<file path="src/verilog/uart_rx_settings.svh">
// uart receiver settings: tick divider, oversampling ratio and mid-bit sample point
`ifndef UART_RX_SETTINGS_SVH
`define UART_RX_SETTINGS_SVH

// ----------------------------------------------------------------------
// oversampling clock
// ----------------------------------------------------------------------

// system clocks per oversampling tick
// baud rate = f_clk / (UART_CLKS_PER_TICK * UART_OVERSAMPLE)
`define UART_CLKS_PER_TICK 4

// ticks per bit period
`define UART_OVERSAMPLE 8

// ----------------------------------------------------------------------
// sample point
// ----------------------------------------------------------------------

// tick count at which the start bit is confirmed, counted from the
// detected falling edge; half a bit period puts every later sample
// near the middle of its bit
`define UART_MID_TICK 4

`endif
</file>
<file path="src/verilog/uart_ctrl_pkg.sv">
// uart receiver control types: states of the frame FSM
`default_nettype none

package uart_ctrl_pkg;

  // frame FSM states
  typedef enum logic [2:0] {
    st_idle      = 3'd0,  // line idle, looking for a low sample
    st_start     = 3'd1,  // start bit qualification
    st_data      = 3'd2,  // data and parity bits
    st_stop      = 3'd3,  // waiting for the stop bit middle
    st_wait_high = 3'd4   // stop bit was low, wait for the line to return high
  } frame_state_t;

endpackage

`default_nettype wire

</file>
<file path="src/verilog/uart_data_pkg.sv">
// uart receiver data types: widths of the byte, shift register and counters
`default_nettype none

package uart_data_pkg;

  // ----------------------------------------------------------------------
  // payload
  // ----------------------------------------------------------------------

  // received byte, bit 7 is zero in 7-bit mode
  typedef logic [7:0] rx_byte_t;

  // up to 8 data bits plus the parity bit, filled from the top
  typedef logic [8:0] rx_shift_t;

  // ----------------------------------------------------------------------
  // counters
  // ----------------------------------------------------------------------

  // bits sampled in one frame, at most 9
  typedef logic [3:0] bit_count_t;

  // oversampling ticks within one bit period, 1 to 8
  typedef logic [3:0] tick_count_t;

  // system clocks within one oversampling tick
  typedef logic [7:0] clk_div_t;

endpackage

`default_nettype wire

</file>
<file path="src/verilog/data_deserializer.sv">
// uart data deserializer: shift register, running parity and parity verdict
`timescale 1ns/1ns
`default_nettype none

module data_deserializer (
  input  wire                       clk,
  input  wire                       aresetn,
  input  wire                       rx_clean,     // filtered line
  input  wire                       frame_start,  // clears the frame
  input  wire                       bit_strobe,   // sample rx_clean now
  input  wire                       bit8,
  input  wire                       parity_en,
  input  wire                       odd_n_even,   // odd parity when high
  output uart_data_pkg::rx_byte_t   rx_byte,      // data bits aligned to bit 0
  output logic                      parity_bad
);

  import uart_data_pkg::*;

  rx_shift_t  shift_q;     // bits enter at the top, LSB first
  rx_shift_t  aligned;     // shift_q moved down to bit 0
  bit_count_t strobe_cnt;  // bits taken in this frame
  bit_count_t data_bits;   // 7 or 8
  bit_count_t pad;         // unfilled positions at the bottom of shift_q
  logic       data_xor;    // xor of the data bits only
  logic       par_bit;     // received parity bit

  assign data_bits = bit_count_t'(7) + bit_count_t'(bit8);
  assign pad       = bit_count_t'(2) - bit_count_t'(bit8) - bit_count_t'(parity_en);

  // ----------------------------------------------------------------------
  // shift register
  // ----------------------------------------------------------------------
  always_ff @(posedge clk or negedge aresetn)
  begin
    if (!aresetn)
      shift_q <= '0;
    else if (frame_start)
      shift_q <= '0;
    else if (bit_strobe)
      shift_q <= {rx_clean, shift_q[8:1]};
  end

  // ----------------------------------------------------------------------
  // bit count and parity
  // ----------------------------------------------------------------------
  always_ff @(posedge clk or negedge aresetn)
  begin
    if (!aresetn)
    begin
      strobe_cnt <= '0;
      data_xor   <= 1'b0;
      par_bit    <= 1'b0;
    end
    else if (frame_start)
    begin
      strobe_cnt <= '0;
      data_xor   <= 1'b0;
      par_bit    <= 1'b0;
    end
    else if (bit_strobe)
    begin
      strobe_cnt <= strobe_cnt + bit_count_t'(1);
      if (strobe_cnt < data_bits)
        data_xor <= data_xor ^ rx_clean;
      else
        par_bit <= rx_clean;   // only reached with parity_en
    end
  end

  // ----------------------------------------------------------------------
  // outputs, final one clock after the last strobe
  // ----------------------------------------------------------------------
  assign aligned = shift_q >> pad;
  assign rx_byte = {bit8 & aligned[7], aligned[6:0]};  // parity bit lands on bit 7 in 7E/7O

  // even wants an even count of ones, odd wants an odd count
  assign parity_bad = parity_en & (data_xor ^ par_bit ^ odd_n_even);

endmodule

`default_nettype wire

</file>
<file path="src/verilog/frame_sequencer.sv">
// uart frame sequencer: bit timing, frame FSM, start qualification and stop-bit check
`timescale 1ns/1ns
`default_nettype none

`include "uart_rx_settings.svh"

module frame_sequencer (
  input  wire  clk,
  input  wire  aresetn,
  input  wire  tick,         // oversampling tick
  input  wire  rx_clean,     // filtered line
  input  wire  bit8,         // 8 data bits when high, else 7
  input  wire  parity_en,    // parity bit follows the data
  output logic frame_start,  // start bit confirmed
  output logic bit_strobe,   // middle of a data or parity bit
  output logic frame_done,   // middle of the stop bit
  output logic stop_bad      // stop sample was low, valid with frame_done
);

  import uart_data_pkg::*;
  import uart_ctrl_pkg::*;

  frame_state_t state;
  tick_count_t  tick_cnt;   // ticks since the last sample point
  bit_count_t   bit_cnt;    // bits sampled so far in this frame
  bit_count_t   last_bit;   // index of the final data or parity bit
  logic         mid_hit;    // start bit middle reached
  logic         bit_end;    // one full bit period elapsed

  // ----------------------------------------------------------------------
  // sample points
  // ----------------------------------------------------------------------
  assign mid_hit = (tick_cnt == tick_count_t'(`UART_MID_TICK));
  assign bit_end = (tick_cnt == tick_count_t'(`UART_OVERSAMPLE));

  // strobes decode straight from state so the deserializer samples
  // rx_clean on the same clock as this FSM does
  assign frame_start = tick & (state == st_start) & mid_hit & ~rx_clean;
  assign bit_strobe  = tick & (state == st_data) & bit_end;
  assign frame_done  = tick & (state == st_stop) & bit_end;
  assign stop_bad    = frame_done & ~rx_clean;   // framing error

  // ----------------------------------------------------------------------
  // frame FSM
  // ----------------------------------------------------------------------
  always_ff @(posedge clk or negedge aresetn)
  begin
    if (!aresetn)
    begin
      state    <= st_idle;
      tick_cnt <= '0;
      bit_cnt  <= '0;
      last_bit <= '0;
    end
    else if (tick)
    begin
      case (state)
        st_idle:
        begin
          if (!rx_clean)
          begin
            state    <= st_start;  // possible start edge
            tick_cnt <= tick_count_t'(1);
          end
        end

        st_start:
        begin
          if (mid_hit)
          begin
            if (rx_clean)
              state <= st_idle;    // glitch, line went back high
            else
            begin
              state    <= st_data;
              tick_cnt <= tick_count_t'(1);
              bit_cnt  <= '0;
              // 7 + bit8 + parity_en bits follow, config is static per frame
              last_bit <= bit_count_t'(6) + bit_count_t'(bit8) + bit_count_t'(parity_en);
            end
          end
          else
            tick_cnt <= tick_cnt + tick_count_t'(1);
        end

        st_data:
        begin
          if (bit_end)
          begin
            tick_cnt <= tick_count_t'(1);
            bit_cnt  <= bit_cnt + bit_count_t'(1);
            if (bit_cnt == last_bit)
              state <= st_stop;    // that was the last data or parity bit
          end
          else
            tick_cnt <= tick_cnt + tick_count_t'(1);
        end

        st_stop:
        begin
          if (bit_end)
            state <= rx_clean ? st_idle : st_wait_high;
          else
            tick_cnt <= tick_cnt + tick_count_t'(1);
        end

        st_wait_high:
        begin
          // a low stop bit would look like a new start edge
          if (rx_clean)
            state <= st_idle;
        end

        default:
          state <= st_idle;
      endcase
    end
  end

endmodule

`default_nettype wire

</file>
<file path="src/verilog/rx_holding.sv">
// uart rx holding stage: one-entry output register with valid/ready and sticky overflow
`timescale 1ns/1ns
`default_nettype none

module rx_holding (
  input  wire                     clk,
  input  wire                     aresetn,
  input  wire                     frame_done,  // new frame complete
  input  wire uart_data_pkg::rx_byte_t rx_byte,
  input  wire                     parity_bad,
  input  wire                     stop_bad,
  input  wire                     ready,       // consumer takes the entry
  output logic                    valid,
  output uart_data_pkg::rx_byte_t data,
  output logic                    parity_err,
  output logic                    framing_err,
  output logic                    overflow     // a frame was dropped
);

  logic xfer;  // transfer on this clock
  logic take;  // load the register from the receiver

  assign xfer = valid & ready;
  assign take = frame_done & (~valid | xfer);  // empty, or emptying this clock

  // ----------------------------------------------------------------------
  // entry register
  // ----------------------------------------------------------------------
  always_ff @(posedge clk or negedge aresetn)
  begin
    if (!aresetn)
    begin
      valid       <= 1'b0;
      data        <= '0;
      parity_err  <= 1'b0;
      framing_err <= 1'b0;
    end
    else if (take)
    begin
      valid       <= 1'b1;
      data        <= rx_byte;
      parity_err  <= parity_bad;
      framing_err <= stop_bad;
    end
    else if (xfer)
      valid <= 1'b0;
  end

  // overflow is sticky until the consumer takes the held entry
  always_ff @(posedge clk or negedge aresetn)
  begin
    if (!aresetn)
      overflow <= 1'b0;
    else if (xfer)
      overflow <= 1'b0;
    else if (frame_done & valid)
      overflow <= 1'b1;   // entry still held, new frame lost
  end

endmodule

`default_nettype wire

</file>
<file path="src/verilog/rx_sampler.sv">
// uart rx sampler: oversampling tick divider, input synchronizer and majority filter
`timescale 1ns/1ns
`default_nettype none

`include "uart_rx_settings.svh"

module rx_sampler (
  input  wire  clk,
  input  wire  aresetn,
  input  wire  rx,        // raw serial line, idle high
  output logic tick,      // one clock every UART_CLKS_PER_TICK clocks
  output logic rx_clean   // filtered line
);

  import uart_data_pkg::*;

  clk_div_t   div_cnt;    // clocks within the current tick
  logic [1:0] sync_q;     // two-flop synchronizer, [1] is the safe copy
  logic [2:0] window;     // last three samples taken on tick

  // ----------------------------------------------------------------------
  // tick divider
  // ----------------------------------------------------------------------
  always_ff @(posedge clk or negedge aresetn)
  begin
    if (!aresetn)
    begin
      div_cnt <= '0;
      tick    <= 1'b0;
    end
    else if (div_cnt == clk_div_t'(`UART_CLKS_PER_TICK - 1))
    begin
      div_cnt <= '0;
      tick    <= 1'b1;  // registered, so the pulse is glitch free
    end
    else
    begin
      div_cnt <= div_cnt + clk_div_t'(1);
      tick    <= 1'b0;
    end
  end

  // ----------------------------------------------------------------------
  // synchronizer and sample window
  // ----------------------------------------------------------------------
  always_ff @(posedge clk or negedge aresetn)
  begin
    if (!aresetn)
    begin
      sync_q <= 2'b11;   // line idles high
      window <= 3'b111;
    end
    else
    begin
      sync_q <= {sync_q[0], rx};
      if (tick)
        window <= {sync_q[1], window[2:1]};  // newest sample enters at the top
    end
  end

  // two out of three wins, a single bad sample never reaches the FSM
  assign rx_clean = (window[0] & window[1]) |
                    (window[0] & window[2]) |
                    (window[1] & window[2]);

endmodule

`default_nettype wire

</file>
<file path="src/verilog/uart_rx.sv">
// uart receiver top: sampler, frame sequencer, deserializer and holding stage
`timescale 1ns/1ns
`default_nettype none

module uart_rx (
  input  wire                     clk,
  input  wire                     aresetn,
  input  wire                     rx,          // serial line, idle high
  input  wire                     bit8,        // static config, change only while idle
  input  wire                     parity_en,
  input  wire                     odd_n_even,
  input  wire                     ready,
  output logic                    valid,
  output uart_data_pkg::rx_byte_t data,
  output logic                    parity_err,
  output logic                    framing_err,
  output logic                    overflow
);

  import uart_data_pkg::*;

  logic     tick;
  logic     rx_clean;
  logic     frame_start;
  logic     bit_strobe;
  logic     frame_done;
  logic     stop_bad;
  logic     parity_bad;
  rx_byte_t rx_byte;

  rx_sampler sampler_i (
    .clk      (clk),
    .aresetn  (aresetn),
    .rx       (rx),
    .tick     (tick),
    .rx_clean (rx_clean)
  );

  // sequencer and deserializer see the same filtered stream
  frame_sequencer sequencer_i (
    .clk         (clk),
    .aresetn     (aresetn),
    .tick        (tick),
    .rx_clean    (rx_clean),
    .bit8        (bit8),
    .parity_en   (parity_en),
    .frame_start (frame_start),
    .bit_strobe  (bit_strobe),
    .frame_done  (frame_done),
    .stop_bad    (stop_bad)
  );

  data_deserializer deserializer_i (
    .clk         (clk),
    .aresetn     (aresetn),
    .rx_clean    (rx_clean),
    .frame_start (frame_start),
    .bit_strobe  (bit_strobe),
    .bit8        (bit8),
    .parity_en   (parity_en),
    .odd_n_even  (odd_n_even),
    .rx_byte     (rx_byte),
    .parity_bad  (parity_bad)
  );

  rx_holding holding_i (
    .clk         (clk),
    .aresetn     (aresetn),
    .frame_done  (frame_done),
    .rx_byte     (rx_byte),
    .parity_bad  (parity_bad),
    .stop_bad    (stop_bad),
    .ready       (ready),
    .valid       (valid),
    .data        (data),
    .parity_err  (parity_err),
    .framing_err (framing_err),
    .overflow    (overflow)
  );

endmodule

`default_nettype wire

</file>
<file path="config.mk">
export PLATFORM = sky130hd
export DESIGN_NAME = uart_rx
export DESIGN_NICKNAME = d
export VERILOG_FILES = /design/src/verilog/uart_ctrl_pkg.sv /design/src/verilog/uart_data_pkg.sv /design/src/verilog/data_deserializer.sv /design/src/verilog/frame_sequencer.sv /design/src/verilog/rx_holding.sv /design/src/verilog/rx_sampler.sv /design/src/verilog/uart_rx.sv
export VERILOG_INCLUDE_DIRS = /design/src /design/src/verilog
export SDC_FILE = /design/constraint.sdc
export NUM_CORES = 1
export LEC_CHECK = 0
export BUFFER_PORTS_ARGS = -buffer_cell sky130_fd_sc_hd__buf_4
export CORE_UTILIZATION = 40
export DETAILED_ROUTE_END_ITERATION = 7
export PLACE_DENSITY = 0.63
export SYNTH_ARGS = -nofsm -noshare
export SYNTH_HDL_FRONTEND = slang
export SYNTH_SLANG_ARGS = --single-unit
</file>
<file path="constraint.sdc">
create_clock -name clk -period 4.25 [get_ports clk]
set_clock_uncertainty 0.05 [all_clocks]
set_input_delay 0.6375 -clock clk [delete_from_list [all_inputs] [get_ports clk]]
set_output_delay 0.6375 -clock clk [all_outputs]
set_load 0.01 [all_outputs]
</file>
# Word level (Yosys, flattened, before mapping)
# Cells that the tools add are included.
[word_totals] ff_bits=56 in_bits=7 output_inout_bits=12
[classes] n_addsub=9 magnitude_cmp=1 n_eq_ne=17 shift=1 muxes=34 n_bitwise=24 n_reduce_logical=13
[op_table] op="$mux 4" n=9
[op_table] op="$mux 3" n=7
[op_table] op="$mux 9" n=2
[op_table] op="$and 1x1->1" n=16
[op_table] op="$pmux 4 s4" n=1
[op_table] op="$pmux 3 s5" n=1
[op_table] op="$add 4x1->4 const B" n=3
[op_table] op="$mux 1" n=11
[op_table] op="$ne 2x1->1 const B" n=5
[op_table] op="$reduce_bool 2->1" n=5
[op_table] op="$shr 9x4->8" n=1
[op_table] op="$add 3x1->4 const A" n=2
[op_table] op="$add 8x1->8 const B" n=1
[op_table] op="$eq 8x2->1 const B" n=1
[op_table] op="$mux 8" n=1
[op_table] op="$ne 2x2->1 const B" n=4
[op_table] op="$pmux 4 s2" n=1
[op_table] op="$reduce_and 7->1" n=1
[op_table] op="$eq 3x2->1 const B" n=2
[op_table] op="$reduce_and 5->1" n=1
[op_table] op="$add 4x1->4" n=1
[op_table] op="$eq 4x3->1 const B" n=1
[op_table] op="$eq 4x4->1" n=1
[op_table] op="$eq 4x4->1 const B" n=1
[op_table] op="14 further kinds" n=20

# Depth between registers and ports, before layout
# Gate-level depths: netlist of the first run.
[logic_depth] ltp_word=7 ltp_mapped=9 mapped_depth_nobuf=6

# Hierarchy
# A second synthesis of the first run with hierarchy kept.
[hier_totals] hier_cells=266 area_unflattened_um2=3021.6
[by_module_without_submodules] module="data_deserializer" n_inst=1 cells_per_inst=95 area_per_inst_um2=1016.0 seq_area_each_um2=375.4
[by_module_without_submodules] module="frame_sequencer" n_inst=1 cells_per_inst=105 area_per_inst_um2=979.7 seq_area_each_um2=350.3
[by_module_without_submodules] module="rx_sampler" n_inst=1 cells_per_inst=39 area_per_inst_um2=559.3 seq_area_each_um2=356.6
[by_module_without_submodules] module="rx_holding" n_inst=1 cells_per_inst=27 area_per_inst_um2=466.7 seq_area_each_um2=300.3

# Least setup slack after synthesis of the first run
# No wires, ideal clock.
[synth_path] kind="input-to-reg" from="in bit8" to="reg holding_i.data[1]" setup_ps=127 arrival_time_ps=1841 t_required_ps=4073 path_slack_ps=2232 cell_stages=6 n_path_buf=1 cell_sequence="inv_1 > ha_1 > buf_2 > mux4_2 > nand2_1 > o21ai_0"
[synth_via] elab_chain_len=3
[synth_lines] item="start, declared" line="uart_rx.sv:9" text="input wire bit8,"
[synth_lines] item="$sub 2x1->3" line="data_deserializer.sv:29" text="assign pad = bit_count_t'(2) - bit_count_t'(bit8) - bit_count_t'(parity_en);"
[synth_lines] item="$sub 4x1->4" line="data_deserializer.sv:29"
[synth_lines] item="$shr 9x4->8" line="data_deserializer.sv:74" text="assign aligned = shift_q >> pad;"
[synth_lines] item="end signal, assigned" line="rx_holding.sv:41" text="data <= rx_byte;"
[synth_lines] item="end, declared" line="rx_holding.sv:14" text="output uart_data_pkg::rx_byte_t data,"
# No other way between the ends.
# A chain may end at the register's enable or synchronous reset.

# Final worst setup path of the first run
[layout_path] from="reg sequencer_i.tick_cnt[0]" to="reg holding_i.data[5]"
[layout_via] elab_chain_len=3
[layout_lines] item="start, declared" line="frame_sequencer.sv:24" text="tick_count_t tick_cnt;"
[layout_lines] item="start signal, assigned" line="frame_sequencer.sv:63" text="tick_cnt <= tick_count_t'(1);"
[layout_lines] item="start signal, assigned" line="frame_sequencer.sv:76" text="tick_cnt <= tick_count_t'(1);"
[layout_lines] item="start signal, assigned" line="frame_sequencer.sv:83" text="tick_cnt <= tick_cnt + tick_count_t'(1);"
[layout_lines] item="$eq 4x4->1" line="frame_sequencer.sv:34" text="assign bit_end = (tick_cnt == tick_count_t'(`UART_OVERSAMPLE));"
[layout_lines] item="$and 1x1->1" line="frame_sequencer.sv:40" text="assign frame_done = tick & (state == st_stop) & bit_end;"
[layout_lines] item="$and 1x1->1" line="rx_holding.sv:24" text="assign take = frame_done & (~valid | xfer);"
# No other way between the ends.

==> metrics.md, run 1 <==
| Metric | Value |
|---|---|
| Vias in the first global route | `1843` |
| GRT Max-Usage Layer | `met1` |
| Die X-Extent | `86.40 um` |
| Initial Util | `41.70%` |
| Top fanout value on the critical path | `20` |
| Number of hold buffers added after CTS | `0` |
| Grt ovf | `0` |
| Root Buffer | `clkbuf_8` |
| Max clock buf depth | `2` |
| Number of buffers added on ports | `18` |
| I/O pins | `19` |
| CTS tree | `built` |
| Tmin final | `2.569 ns` |
| Total power | `1225 uW` |
| Critical path class | `flop to flop` |
| Row count | `30` |
| Maximum VDD drop | `0.0001788 V` |
| Placer congestion estimate | `0.7576` |
| Largest net degree at the start of global routing | `56` |
| # fillers | `669` |
| Leakage | `0.001403 uW` |
| Synth Instances | `273` |
| Clk slew on worst S/H paths | `0.10 ns` |
| Initial antenna violation count | `0` |
| Worst r2r dst | `holding_i.data[5]$_DFFE_PN0P_` |
| DR vias | `1968` |
| Endpoint type of the worst setup path | `flop` |
| Net count, final | `302` |
| Fin worst setup slack | `1.681 ns` |
| Critical path arrival | `2.77 ns` |
| N_diodes | `0` |
| Clock Latency Late Sink | `0.31 ns` |
| Max_cap viols | `0` |
| Gr usage total | `15.47%` |
| CTS resizes | `0` |
| Family with the most delay on the worst path | `simple AND/OR/NAND/NOR gates` |
| Worst hold-check path type | `input port to async pin` |
| Setup WS pre-CTS | `1.734 ns` |
| Number of synthesized flops with an enable pin | `0` |
| Post-synthesis sequential area ratio | `48.53%` |
| Die outline height | `86.40 um` |
| Met3 usage | `3.524%` |
| Design area | `3162 sq um` |
| DRT antenna net count | `0` |
| Fmax | `389.3 MHz` |
| R2R Setup Slk | `1.68 ns` |
| GR Layer Usage met1 | `23.28%` |
| First-pass GRT wire length | `8942 um` |
| Data required, critical path | `4.45 ns` |
| Max incr delay on CP | `0.64 ns` |
| Via density | `5.165` |
| Period utilisation layout | `60.45%` |
| Post-CTS Setup Repair Bufs | `0` |
| Clock sink total | `55` |
| Initial drt markers | `87` |
| Commonest non-fill, non-tap cell in the layout | `dfrtp_1` |
| Avg Inst Size Synth | `10.44 sq um` |
| Pwr/cell area | `387.4 nW/um^2` |
| Warnings, synthesis | `0` |
| # setup viols final | `0` |
| Yosys cell types | `52` |
| Placed Area | `3025 sq um` |
| CP Cell Sequence | `inv_1 -> ha_1 -> and4b_1 -> nand4_1 -> a2111oi_0 -> a21o_1` |
| Fin Setup TNS | `0 ns` |
| Synth Register Bits | `55` |
| Worst path bufs/invs | `1` |
| Most frequent cells in the layout | `50 x dfrtp_1, 46 x nand2_1, 18 x a21oi_1, 18 x buf_4` |
| Hold slack final | `0.3116 ns` |
| Reg2reg start | `sequencer_i.tick_cnt[0]$_DFFE_PN0P_` |
| Slew @ Worst Pin | `0.8616 ns` |
| GR Layer Usage met2 | `22.01%` |
| Max Transition Viols Final | `0` |
| DRT Wirelength | `5223 um` |
| Critical Path Source Type | `flop` |
| Top_reg_cell synth | `dfrtp_1` |
| Area grow syn2layout | `10.98%` |
| RSZ-0062 raised after global routing | `no` |
| Share of layout cells above drive strength 1 | `16.14%` |
| Syn Nets | `291` |
| Relative slew slack | `42.13%` |
| Core region area | `6832 sq um` |
| Hpwl dp | `3619 um` |
| Slowest stage cell, crit path | `nand4_1` |
| H-tree depth | `2` |
| Status | `finished clean` |
| Final Hold Viols | `0` |
| Die footprint | `7464 sq um` |
| Post-Syn Area | `2849 sq um` |
| Drt drc | `0` |
| Worst r2r path cells | `6` |
| CTS buffer count | `5` |
| First-pass iteration count of the detailed router | `4` |
| WL per Instance | `13.71 um` |
| Asr flop ratio synth | `100.0%` |
==> sequential cells by signal, indices dropped and copies added, names as in the netlist, 2 cells and up <==
name and cells:
deserializer_i.shift_q 9, deserializer_i.strobe_cnt 4, holding_i.data 8, sampler_i.div_cnt 8, sampler_i.sync_q 2, sampler_i.window 3
sequencer_i.bit_cnt 4, sequencer_i.last_bit 3, sequencer_i.state 3, sequencer_i.tick_cnt 4
==> synth_stat cells (3+ instances only) <==
master    count  area (sq um)
a21oi_1      18         90.09
mux2_2        3         33.78
mux2i_1       4         40.04
nor3_1        5         25.02
nor2_1       13         48.80
dfstp_2       5         131.4
xnor2_1      11         96.34
buf_2        11         55.05
a22o_1        4         35.03
o21ai_0      13         65.06
nand3b_1      3         22.52
a21o_1        3         22.52
xor2_1        3         26.28
inv_1         9         33.78
nor2b_1       3         18.77
mux4_2        5         112.6
ha_1         11         137.6
dfrtp_1      50          1251
nand4_1       3         18.77
nand2_1      46         172.7
nand3_1       9         45.04
==> worst reg2reg max path: cells and delay by family (launching register included) <==
family                     cells  cell delay [ns]
adders and majority gates      1             0.23
and+or+nand+nor                2             0.98
AOI/OAI and AO/OA              2             0.76
DFF                            1             0.43
buffers and inverters          1             0.07
==> cells by family after synthesis <==
| logic type | after synthesis | synth area share, % |
|---|---|---|
| xor gates and xnor gates | 14 | 4.304 |
| muxes | 12 | 6.544 |
| adders and majority gates | 12 | 5.226 |
| buffers and inverters | 23 | 3.952 |
| and+or+nand+nor | 102 | 18.80 |
| DFF | 55 | 48.53 |
| AOI/OAI and AO/OA | 55 | 12.65 |
==> area by class of cell <==
class	instances	area [sq um]	share of cell area (%)
clock buffers	5	68.82	2.176
clock inverters	3	67.56	2.137
inverters	9	33.78	1.068
multi-input cells	195	1354	42.82
flip-flops and latches	55	1383	43.73
well taps	96	120.1	3.799
repair buffers	18	135.1	4.274
==> layer usage <==
metal	vias up	wire length, um
met1	931	2760
met5	-	0
met3	4	235
met4	0	59
met2	42	2168
li1	991	-
==> where the power goes <==
| part | switching [uW] | internal [uW] |
|---|---|---|
| logic | 98.5 | 79.1 |
| clock network | 177 | 235 |
| registers | 67.6 | 568 |
==> worst max-delay path by stage <==
| stage | startpoint | to | slack [ns] | cells past startpoint |
|---|---|---|---|---|
| floorplan | bit8 | holding_i.data[1]$_DFFE_PN0P_ | 2.23 | 6 |
| global placement | sequencer_i.tick_cnt[0]$_DFFE_PN0P_ | holding_i.data[5]$_DFFE_PN0P_ | 1.86 | 6 |
| detailed placement | sequencer_i.tick_cnt[0]$_DFFE_PN0P_ | holding_i.data[5]$_DFFE_PN0P_ | 1.73 | 6 |
| CTS | sequencer_i.tick_cnt[0]$_DFFE_PN0P_ | holding_i.data[5]$_DFFE_PN0P_ | 1.71 | 6 |
| global route | sequencer_i.tick_cnt[0]$_DFFE_PN0P_ | holding_i.data[5]$_DFFE_PN0P_ | 1.51 | 6 |
| finish | sequencer_i.tick_cnt[0]$_DFFE_PN0P_ | holding_i.data[5]$_DFFE_PN0P_ | 1.68 | 6 |
==> per-stage QoR <==
step	utilization, %	instances
after detailed placement	44.29	373
after floorplan	-	273
after global routing	46.28	381
after global placement	44.29	373
after CTS	46.28	381
final	46.28	381
Note: power is estimated with default switching activity, not from simulation.
==> run 2, diff against run 1 <==
ABC_AREA = 1   (was default)
PLACE_DENSITY = 0.62   (was 0.63)
clock period = 2.5 ns   (was 4.25 ns; I/O delays follow)
==> metrics.md, run 2 <==
| Metric | Value |
|---|---|
| RSZ-0062 raised after global routing | `no` |
| Total power | `2182 uW` |
| Largest net degree at the start of global routing | `56` |
| Number of flip-flops in the largest register | `9` |
| Warnings, synthesis | `0` |
| Syn Nets | `379` |
| H-tree depth | `2` |
| Clock Latency Late Sink | `0.31 ns` |
| First-pass GRT wire length | `9901 um` |
| Max incr delay on CP | `0.41 ns` |
| WL per Instance | `11.81 um` |
| Data required, critical path | `2.67 ns` |
| Most instantiated cells after synthesis | `97 x nand2_1, 50 x dfrtp_1, 46 x inv_1, 26 x nor2_1, 24 x o21ai_0` |
| Die X-Extent | `88.03 um` |
| Relative slew slack | `52.66%` |
| Most flops, register | `deserializer_i.shift_q` |
| Worst hold-check path type | `input port to async pin` |
| Post-CTS Setup Repair Bufs | `0` |
| Commonest non-fill, non-tap cell in the layout | `nand2_1` |
| Slew @ Worst Pin | `0.7102 ns` |
| Hpwl dp | `4033 um` |
| Most frequent cells in the layout | `97 x nand2_1, 50 x dfrtp_1, 46 x inv_1, 26 x nor2_1, 24 x o21ai_0` |
| Number of buffers added on ports | `18` |
| Initial Util | `42.40%` |
| Top_reg_cell synth | `dfrtp_1` |
| Max_cap viols | `0` |
| Avg Inst Size Synth | `8.200 sq um` |
| DRT antenna net count | `0` |
| Number of synthesized flops with an enable pin | `0` |
| Synth Instances | `361` |
| Clock sink total | `55` |
| Top fanout value on the critical path | `20` |
| Root Buffer | `clkbuf_8` |
| Number of hold buffers added after CTS | `0` |
| Die footprint | `7749 sq um` |
| Post-synthesis sequential area ratio | `46.70%` |
| Clk slew on worst S/H paths | `0.09 ns` |
| Fin Setup TNS | `0 ns` |
| Tmin final | `1.996 ns` |
| Initial drt markers | `104` |
| Slowest stage cell, crit path | `dfrtp_1` |
| CTS resizes | `0` |
| Critical Path Source Type | `flop` |
| Max Transition Viols Final | `0` |
| Fmax | `500.9 MHz` |
| Post-Syn Area | `2960 sq um` |
| CTS tree | `built` |
| Max clock buf depth | `2` |
| Synth top area cells | `dfrtp_1 42%, nand2_1 12%, inv_1 5.8%` |
| Period utilisation layout | `79.86%` |
| Gr usage total | `16.44%` |
| Util after Layout | `46.51%` |
| N_diodes | `0` |
| Design area | `3247 sq um` |
| Largest registers | `deserializer_i.shift_q (9), holding_i.data (8), sampler_i.div_cnt (8)` |
| Reg2reg start | `sequencer_i.tick_cnt[0]$_DFFE_PN0P_` |
| Yosys cell types | `36` |
| Via density | `4.803` |
| First-pass iteration count of the detailed router | `6` |
| Top cell type's share of synthesized area | `42.27%` |
| Drt drc | `0` |
| Final Hold Viols | `0` |
| Share of layout cells above drive strength 1 | `14.96%` |
| DR vias | `2291` |
| CTS buffer count | `5` |
| Die outline height | `88.03 um` |
| Pwr/cell area | `672.0 nW/um^2` |
| Critical path class | `flop to flop` |
| Area leader, netlist | `dfrtp_1` |
| Worst r2r path cells | `8` |
| Critical path arrival | `2.16 ns` |
| Worst r2r dst | `holding_i.data[4]$_DFFE_PN0P_` |
| I/O pins | `19` |
| Top-count cell post-synth | `nand2_1` |
| Status | `finished clean` |
| Vias in the first global route | `2174` |
| R2R Setup Slk | `0.50 ns` |
| Initial antenna violation count | `0` |
| Asr flop ratio synth | `100.0%` |
| Net count, final | `398` |
| CP Cell Sequence | `inv_1 -> ha_1 -> nand3_1 -> nor2_2 -> nand2_1 -> inv_1 -> nand2_1 -> o31ai_2` |
| Grt ovf | `0` |
| Placer congestion estimate | `0.8298` |
| Endpoint type of the worst setup path | `flop` |
| Maximum VDD drop | `0.0002448 V` |
| # setup viols final | `0` |
| Area grow syn2layout | `9.679%` |
| Row count | `30` |
| DRT Wirelength | `5634 um` |
| Synth Register Bits | `55` |
| Core region area | `6982 sq um` |
| Leakage | `0.001654 uW` |
| Placed Area | `3166 sq um` |
==> run 2: cells by family after synthesis <==
family / Yosys count / synth area share [%]
simple gates: 171 / 25.99
compound gates: 57 / 11.24
buf+inv: 56 / 8.157
flops: 55 / 46.70
xor+xnor: 11 / 3.255
fa+ha+maj: 11 / 4.649
==> run 2: where the power goes <==
group | total (uW) | switching [uW] | internal [uW]
sequential | 1100 | 111 | 988
clock | 476 | 279 | 198
combinational | 607 | 395 | 212
total | 2180 | 784 | 1400
==> run 2: worst max path at each step <==
stage	startpoint	to	slack, ns	depth (start not counted)
after detailed placement	sequencer_i.tick_cnt[0]$_DFFE_PN0P_	holding_i.data[2]$_DFFE_PN0P_	0.50	8
after global routing	sequencer_i.tick_cnt[0]$_DFFE_PN0P_	holding_i.data[4]$_DFFE_PN0P_	0.25	9
after floorplan	sequencer_i.tick_cnt[0]$_DFFE_PN0P_	holding_i.data[4]$_DFFE_PN0P_	0.90	10
after CTS	sequencer_i.tick_cnt[0]$_DFFE_PN0P_	holding_i.data[4]$_DFFE_PN0P_	0.49	8
after global placement	sequencer_i.tick_cnt[0]$_DFFE_PN0P_	holding_i.data[2]$_DFFE_PN0P_	0.56	9
final	sequencer_i.tick_cnt[0]$_DFFE_PN0P_	holding_i.data[4]$_DFFE_PN0P_	0.50	8
==> run 2: layout make-up <==
class | count | area [sq um]
fill | 724 | 3735
sequential | 55 | 1383
multi-input combinational | 250 | 1336
inverter | 49 | 183.9
timing repair buffer | 19 | 142.6
tap | 96 | 120.1
clock buffer | 7 | 76.32
clock inverter | 1 | 5.005
==> run 2: worst max-delay path, delay by kind of cell, from the launching register on <==
family	cells	cell delay, ns
AO/OA/AOI/OAI	1	0.31
adder cells (fa/ha/maj)	1	0.19
buffers and inverters	2	0.17
flip-flops	1	0.41
AND/OR/NAND/NOR	4	0.77
==> run 2: per-layer routing <==
layer	global-route usage (%)	up-vias	wire (um)
li1	-	1190	-
met1	22.33	1058	2854
met2	26.64	37	2508
met3	3.205	6	203
met4	4.839	0	68
met5	0	-	0
==> run 2: metrics by stage <==
stage,setup slack [ns],hold WS [ns],instances
finish,0.5035,0.04085,477
floorplan,0.8965,0.02941,361
detailed placement,0.5005,0.3059,469
CTS,0.4895,0.08882,477
global route,0.2513,0.09880,477
global placement,0.5609,0.2969,469
